===== src/source/tinker_pkg.sv =====
package tinker_pkg;

    localparam int word_w    = 64;
    localparam int instr_w   = 32;
    localparam int reg_idx_w = 5;
    localparam int imm_w     = 12;  // width of the L field
    localparam int num_regs  = 32;

    typedef logic [word_w-1:0]    word_t;
    typedef logic [word_w-1:0]    addr_t;   // byte address
    typedef logic [instr_w-1:0]   instr_t;
    typedef logic [reg_idx_w-1:0] reg_idx_t;
    typedef logic [imm_w-1:0]     imm_t;

    // tinker opcode field in bits 31:27
    typedef enum logic [4:0] {
        op_and    = 5'b00000,
        op_or     = 5'b00001,
        op_xor    = 5'b00010,
        op_not    = 5'b00011,
        op_shftr  = 5'b00100,
        op_shftri = 5'b00101,
        op_shftl  = 5'b00110,
        op_shftli = 5'b00111,
        op_br     = 5'b01000,
        op_brr    = 5'b01001,
        op_brr_l  = 5'b01010,
        op_brnz   = 5'b01011,
        op_brgt   = 5'b01110,
        op_halt   = 5'b01111,
        op_load   = 5'b10000,
        op_mov    = 5'b10001,
        op_mov_l  = 5'b10010,
        op_store  = 5'b10011,
        op_add    = 5'b11000,
        op_addi   = 5'b11001,
        op_sub    = 5'b11010,
        op_subi   = 5'b11011
    } opcode_t;

    localparam addr_t reset_pc = 64'h2000;  // first fetch address
    localparam addr_t pc_step  = 64'd4;

endpackage


===== src/source/tinker_fetch.sv =====
`timescale 1ns/1ps

module tinker_fetch import tinker_pkg::*; (
    input  logic   clk,
    input  logic   reset,
    input  logic   stall,
    input  logic   redirect,
    input  addr_t  target,
    input  instr_t imem_data,
    output addr_t  imem_addr,
    output logic   fd_valid,
    output addr_t  fd_pc,
    output instr_t fd_instr
);

    addr_t pc;

    assign imem_addr = pc;  // instruction memory answers in the same cycle

    // redirect has priority over a load-use stall
    always_ff @(posedge clk or posedge reset) begin
        if (reset) begin
            pc       <= reset_pc;
            fd_valid <= 1'b0;
        end else if (redirect) begin
            pc       <= target;
            fd_valid <= 1'b0;  // squash the wrong-path word
        end else if (!stall) begin
            pc       <= pc + pc_step;
            fd_valid <= 1'b1;
        end
    end

    always_ff @(posedge clk) begin
        if (!stall && !redirect) begin
            fd_pc    <= pc;
            fd_instr <= imem_data;
        end
    end

endmodule


===== config.mk =====
export PLATFORM = sky130hd
export DESIGN_NAME = tinker_fetch
export DESIGN_NICKNAME = d
export VERILOG_FILES = /design/src/source/tinker_pkg.sv /design/src/source/tinker_fetch.sv
export SDC_FILE = /design/constraint.sdc
export NUM_CORES = 1
export LEC_CHECK = 0
export ABC_AREA = 1
export BUFFER_PORTS_ARGS = -buffer_cell sky130_fd_sc_hd__buf_2
export CORE_UTILIZATION = 40
export CTS_CLUSTER_DIAMETER = 50
export CTS_CLUSTER_SIZE = 30
export DETAILED_ROUTE_END_ITERATION = 10
export PLACE_DENSITY = 0.66
export SLEW_MARGIN = 20
export SYNTH_ARGS = -nofsm -noshare
export SYNTH_HDL_FRONTEND = slang
export SYNTH_SLANG_ARGS = --single-unit

===== constraint.sdc =====
create_clock -name clk -period 6.4 [get_ports clk]
set_input_delay 1.28 -clock clk [delete_from_list [all_inputs] [get_ports clk]]
set_output_delay 1.28 -clock clk [all_outputs]
set_load 0.02 [all_outputs]

==> out/qor.txt, run 1 <==
H-tree levels -> 4
area of the multi-input gates -> 2840 µm²
worst slack at placement -> 3.01 ns
syn_nets -> 997
wire length on met1 -> 9730 µm
maximum buffer depth of the clock tree -> 2
Crit. End Element -> flip-flop
syn avg cell area -> 8.69 µm²
Post-route DRC -> 0
Slew Limit Fails -> 0
# diodes -> 0
max frequency -> 345 MHz
total CTS buffers -> 17
Resize count post-CTS -> 0
Iteration-0 DRC Markers -> 432
total number of vias -> 6903
Root Buffer Master -> clkbuf_16
Layout Nets -> 1263
fraction of layout instances using a drive strength above 1 -> 0.283
num rows -> 50
Top FF cell, synth -> edfxtp_1
clk_lat worst skew -> 0.45 ns
gpl congestion -> 0.921
largest net degree at the start of global routing -> 66
core area -> 18900 µm²
first-pass GRT wire length -> 34600 µm
synthesis-to-layout area growth -> 28.1%
number of routed nets with antenna violations -> 0
yosys warns -> 0
Initial Util -> 0.412
pwr/cell area -> 267 nW/µm²
period utilisation layout -> 0.453
Setup Total Neg Slack -> 0 ns
Post-Syn Area -> 7780 µm²
Synth async-reset ratio -> 0.404
Clock Skews -> 0.0144 ns
largest area contributor in the netlist -> edfxtp_1
final WL -> 22200 µm
die area -> 20000 µm²
Seq/Total Area, Yosys -> 0.579
CTS Hold Buffers Added -> 0
vias per std cell -> 4.81
DRT Pass-1 Iters -> 5
LEAKAGE -> 4.58 nW
worst hold slack -> 0.474 ns
ranking of synthesized cells by area -> edfxtp_1 (37%), dfrtp_1 (21%), nand2_1 (15%)
WL met3 -> 1580 µm
FF/Latch Area -> 4510 µm²
clock tree sinks -> 161
max cap viols -> 0
clock-pin slew on the worst setup and hold paths -> 0.07 ns
crit-path max FO -> 59
Slew @ Worst Pin -> 0.882 ns
CP Class -> in -> reg
final hold vios -> 0
Critical Path Source Type -> input pin
Post-synth EDFFs -> 96
I/O pins -> 261
initial antenna violation count -> 0
DPL Wire Length -> 16600 µm
Cells after Synth -> 896
die outline width -> 142 µm
fillers -> 1825
Synth cell types -> 30
CTS tree -> done
Synth Register Bits -> 161
Die H -> 142 µm
area share of the largest cell type after synthesis -> 0.370
Critical Path AT -> 2.99 ns
Port Buf Inserts -> 260
Post-Route Utilization -> 0.528
number of global-route vias before repair -> 6397
Final setup viols -> 0
metal2 WL -> 10300 µm
final worst setup slack -> 3.50 ns
overall power -> 2.67 mW
Worst IR Drop VDD -> 0.178 mV
total track usage -> 0.229
status -> finished clean
RSZ-0062 raised after global routing -> no
routed length per instance -> 15.5 µm
post-CTS setup buffers -> 0
Worst EP required -> 6.50 ns
highest routed layer -> met4
grt ovf -> 0
min Tclk post-route -> 2.90 ns
relative slew slack -> 0.412
type of the tightest min-delay check -> reg -> reg
==> cells in the final DEF, fill, tap and decap left out, types with 9 or more instances in the layout <==
cell type / Yosys / final
nand3_1: 49 / 49
nand2_1: 312 / 312
nand2_2: 13 / 13
o21ai_1: 18 / 18
dfrtp_1: 64 / 64
nor2_1: 123 / 123
xor2_1: 18 / 18
a21oi_1: 9 / 9
clkbuf_16: 0 / 17
xnor2_1: 14 / 14
o21ai_0: 27 / 27
inv_1: 89 / 88
edfxtp_1: 96 / 96
buf_2: 6 / 260
==> report_power, final <==
group / total [mW] / switching [mW] / internal [mW] / leakage [nW]
logic: 0.397 / 0.262 / 0.135 / 2.62
clock network: 0.990 / 0.473 / 0.516 / 0.277
registers: 1.28 / 0.0868 / 1.19 / 1.69
total: 2.67 / 0.822 / 1.84 / 4.58
==> cell type report <==
cell class                 count  area share
clock buffer                  18      0.0430
tap                          260      0.0326
inverter                      96      0.0361
clock inverter                14      0.0139
multi-input combinational    620       0.285
sequential                   161       0.452
timing repair buffer         266       0.137
==> logic make-up (layout without fill, tap and decap cells) <==
family,after synthesis,in the layout,synth area share
xor gates and xnor gates,32,32,0.0360
and+or+nand+nor,522,522,0.281
DFF,161,161,0.579
AOI/OAI and AO/OA,65,65,0.0455
adders and majority gates,1,1,0.00161
buffers and inverters,115,394,0.0564
==> Yosys cell counts (2+ instances only) <==
cell / instances
nor2_8: 3
nor3_1: 2
nor2_1: 123
dfrtp_1: 64
inv_1: 89
nand2_2: 13
nand4_1: 7
xnor2_1: 14
buf_1: 2
o211ai_1: 3
buf_2: 6
nor2_4: 5
nand3_1: 49
o21ai_0: 27
edfxtp_1: 96
a21oi_1: 9
inv_2: 5
clkbuf_1: 11
nand2_1: 312
nor2_2: 5
xor2_1: 18
clkinv_1: 2
o21bai_1: 7
o21ai_1: 18
==> layer usage <==
layer,vias up,track usage
met5,-,0
met4,0,0.0889
met3,34,0.0466
met2,276,0.367
met1,3208,0.307
li1,3385,-
==> worst max-delay path, cell delays in order <==
cell,delay [ns]
buf_2,0.09
buf_4,0.29
nor2_4,0.61
buf_16,0.25
buf_4,0.41
==> registers in the layout, summed over array words and instances, names as in the netlist <==
name / count
fd_valid: 1
fd_pc: 64
imem_addr: 64
fd_instr: 32
==> final timing paths <==
check | startpoint | endpoint | slack, ns | cells after the start
max | redirect | fd_pc[12] | 3.50 | 5
min | imem_addr[1] | fd_pc[1] | 0.47 | 0
max reg2reg | imem_addr[2] | imem_addr[44] | 4.40 | 10
min reg2reg | imem_addr[1] | fd_pc[1] | 0.47 | 0
max in group asynchronous | reset | imem_addr[34] | 4.73 | 3
min in group asynchronous | reset | imem_addr[8] | 1.11 | 3
==> metrics by stage <==
step / instance area, µm² / cells
2_1_floorplan: 7780 / 896
3_3_place_gp: 9380 / 1402
3_5_place_dp: 9400 / 1403
4_1_cts: 9970 / 1435
5_1_grt: 9970 / 1435
6_report: 9970 / 1435
Note: power is estimated with default switching activity, not from simulation.
==> inputs of run 2 (changes only) <==
Settings changed: ABC_AREA 1 to 0, PLACE_DENSITY 0.66 to 0.7.
Clock period 6.4 ns to 2.5 ns, I/O delays scaled along.
==> run 2 against run 1 <==
  * Via count down 24%
  * Hold slack lost 0.40 ns
  * Wire length decreased by 23%
  * First-iteration DRC count down 29%
  * Non-clock buffer count increased by 17
  * Design area is 9.8% lower
  * Sequential share of layout area increased by 4.9 points
  * Die area is 14% lower
  * Setup slack got worse by 3.2 ns
  * Power grew to 2.5 times the previous value
  * Clock skew fell by 0.0039 ns
  * Sequential power grew to 2.5 times the previous value
  * Largest cell class unchanged
==> out/qor.txt, run 2 <==
status -> finished clean (unchanged)
Synth async-reset ratio -> 0.404 (unchanged)
Post-Syn Area -> 6720 µm² (was 7780 µm²)
Int Power -> 4.84 mW (was 1.84 mW)
period utilisation layout -> 0.894
Comb power frac -> 0.124 (was 0.149)
Resize count post-CTS -> 0 (unchanged)
pwr/cell area -> 742 nW/µm² (was 267 nW/µm²)
fraction of layout instances using a drive strength above 1 -> 0.414 (was 0.283)
Critical Path AT -> 2.58 ns (was 2.99 ns)
Crit. End Element -> flip-flop (unchanged)
min Tclk post-route -> 2.23 ns
Post-synth EDFFs -> 96 (unchanged)
final WL -> 17200 µm (was 22200 µm)
area of the multi-input gates -> 2080 µm² (was 2840 µm²)
largest net degree at the start of global routing -> 54 (was 66)
yosys warns -> 0 (unchanged)
initial antenna violation count -> 1 (was 0)
Top FF cell, synth -> edfxtp_1 (unchanged)
Final setup viols -> 0 (unchanged)
first-pass GRT wire length -> 26800 µm (was 34600 µm)
syn_nets -> 624 (was 997)
ranking of synthesized cells by area -> edfxtp_1 (43%), dfrtp_1 (24%), o21ai_0 (3.4%) (was edfxtp_1 (37%), dfrtp_1 (21%), nand2_1 (15%))
syn avg cell area -> 12.8 µm² (was 8.69 µm²)
I/O pins -> 261 (unchanged)
number of routed nets with antenna violations -> 0 (unchanged)
clk_lat worst skew -> 0.43 ns (was 0.45 ns)
number of global-route vias before repair -> 4976 (was 6397)
grt ovf -> 0 (unchanged)
H-tree levels -> 4 (unchanged)
gpl congestion -> 0.821 (was 0.921)
worst r2r path cells -> 5 (was 10)
routed length per instance -> 16.6 µm (was 15.5 µm)
die area -> 17300 µm² (was 20000 µm²)
CTS tree -> done (unchanged)
num rows -> 47 (was 50)
Cell Area, Placed -> 8400 µm² (was 9400 µm²)
Post-route DRC -> 0 (unchanged)
Seq/Total Area, Yosys -> 0.672 (was 0.579)
relative slew slack -> 0.692 (was 0.412)
area share of the largest cell type after synthesis -> 0.429 (was 0.370)
Commonest cells post-synth -> edfxtp_1 (96), dfrtp_1 (64), nand2_1 (52) (was nand2_1 (312), nor2_1 (123), edfxtp_1 (96))
Initial Util -> 0.408 (was 0.412)
Iteration-0 DRC Markers -> 306 (was 432)
LEAKAGE -> 3.80 nW (was 4.58 nW)
clock-pin slew on the worst setup and hold paths -> 0.07 ns (about the same)
CP Launch Point -> imem_addr[13] (was redirect)
Worst EP required -> 2.84 ns (was 6.50 ns)
commonest cells after routing, fill and taps aside -> buf_2 (260), edfxtp_1 (96), dfrtp_1 (64), nand2_1 (52), o21ai_0 (46) (was nand2_1 (312), buf_2 (260), nor2_1 (123), edfxtp_1 (96), inv_1 (88))
largest area contributor in the netlist -> edfxtp_1 (unchanged)
Slew @ Worst Pin -> 0.461 ns (was 0.882 ns)
Clock Skews -> 0.0105 ns (was 0.0144 ns)
Clk pwr share -> 0.392 (was 0.371)
CTS Hold Buffers Added -> 0 (unchanged)
crit-path max FO -> 7 (was 59)
max incr delay on CP -> 0.59 ns (was 0.61 ns)
Root Buffer Master -> clkbuf_16 (unchanged)
Slew Limit Fails -> 0 (unchanged)
total number of vias -> 5235 (was 6903)
die outline width -> 132 µm (was 142 µm)
highest-delay cell along the critical path -> dfstp_2 (was nor2_4)
Port Buf Inserts -> 260 (unchanged)
final hold vios -> 0 (unchanged)
Sw Pwr -> 1.83 mW (was 0.822 mW)
clock tree sinks -> 161 (unchanged)
Synth cell types -> 52 (was 30)
Critical Path Source Type -> flip-flop (was input pin)
max frequency -> 448 MHz
core area -> 16500 µm² (was 18900 µm²)
Worst IR Drop VDD -> 0.454 mV (was 0.178 mV)
Sw Share -> 0.275 (was 0.308)
RR Endpoint -> imem_addr[58] (was imem_addr[44])
RSZ-0062 raised after global routing -> no (unchanged)
maximum buffer depth of the clock tree -> 2 (unchanged)
Cells after Synth -> 523 (was 896)
worst hold slack -> 0.0717 ns (was 0.474 ns)
most numerous cell in the Yosys netlist -> edfxtp_1 (was nand2_1)
CP Cell Sequence -> nand4_2 -> nor4_1 -> nand4_1 -> or4_1 -> a31oi_1 (was buf_2 -> buf_4 -> nor2_4 -> buf_16 -> buf_4)
Reg-to-Reg Start -> imem_addr[13] (was imem_addr[2])
total track usage -> 0.202 (was 0.229)
vias per std cell -> 5.04 (was 4.81)
Synth Register Bits -> 161 (unchanged)
# diodes -> 0 (unchanged)
post-CTS setup buffers -> 0 (unchanged)
DRT Pass-1 Iters -> 4 (was 5)
fin area -> 8990 µm² (was 9970 µm²)
CP Class -> reg -> reg (was in -> reg)
synthesis-to-layout area growth -> 33.9% (was 28.1%)
total CTS buffers -> 17 (unchanged)
type of the tightest min-delay check -> in -> async (was reg -> reg)
fillers -> 1454 (was 1825)
Reg2Reg Setup Slack -> 0.27 ns (was 4.40 ns)
max cap viols -> 0 (unchanged)
Layout Nets -> 906 (was 1263)
FF/Latch Area -> 4510 µm² (unchanged)
most common cell after layout, fill and taps aside -> buf_2 (was nand2_1)
Die H -> 132 µm (was 142 µm)
DPL Wire Length -> 12600 µm (was 16600 µm)
sequential share of power -> 0.484 (was 0.480)
Worst Setup EP -> imem_addr[58] (was fd_pc[12])
-- run 2: cell families (layout without fill, tap and decap cells) --
family / after synthesis / after routing / share of synthesized area
adders and majority gates: 1 / 1 / 0.00186
AOI/OAI and AO/OA: 81 / 81 / 0.0710
xor gates and xnor gates: 35 / 35 / 0.0457
and+or+nand+nor: 211 / 211 / 0.183
DFF: 161 / 161 / 0.672
muxes: 5 / 5 / 0.00820
buffers and inverters: 29 / 324 / 0.0190
-- run 2: worst min path at each step --
stage / slack, ns / cells after the start / end
global route: 0.10 / 2 / imem_addr[7]
floorplan: 0.59 / 0 / fd_pc[0]
CTS: 0.08 / 2 / imem_addr[6]
detailed placement: 0.47 / 0 / fd_pc[0]
finish: 0.07 / 2 / fd_valid
global placement: 0.45 / 0 / fd_pc[0]
-- run 2: worst max-delay path: cells and delay by family (launching register included) --
family,cells,cell delay (ns)
flops,1,0.59
simple gates,4,1.39
compound gates,1,0.17
-- run 2: power by group through the flow --
stage | Sequential (mW) | Combinational [mW] | Clock, mW
global placement | 3.28 | 0.827 | 0
global route | 3.26 | 0.894 | 2.77
finish | 3.23 | 0.827 | 2.62
floorplan | 3.49 | 0.246 | 0
CTS | 3.23 | 0.838 | 2.67
detailed placement | 3.29 | 0.835 | 0
-- run 2: final cells by class --
cell class              instances  area share
clock buffers                  17      0.0473
flip-flops and latches        161       0.501
repair buffers                283       0.167
inverters                       9     0.00376
well taps                     220      0.0306
multi-input cells             333       0.232
clock inverters                15      0.0185
-- run 2: per-stage QoR --
| stage | worst slack [ns] | total power [mW] | util | std cells | TNS [ns] |
|---|---|---|---|---|---|
| after floorplan | -0.240 | 3.73 | - | 523 | -23.08 |
| after global placement | 0.216 | 4.10 | 0.510 | 1006 | 0 |
| after detailed placement | 0.198 | 4.12 | 0.510 | 1006 | 0 |
| after CTS | 0.251 | 6.74 | 0.546 | 1038 | 0 |
| after global routing | 0.147 | 6.92 | 0.546 | 1038 | 0 |
| final | 0.266 | 6.68 | 0.546 | 1038 | 0 |
-- run 2: routing by layer --
layer  wire length, µm  part of all wire  global-route usage  up-vias
li1                  -                 -                   -     2532
met1              7540              0.44               0.259     2496
met2              8250              0.48               0.322      190
met3              1120             0.065              0.0621       17
met4               274             0.016              0.0736        0
met5                 0                 0                   0        -
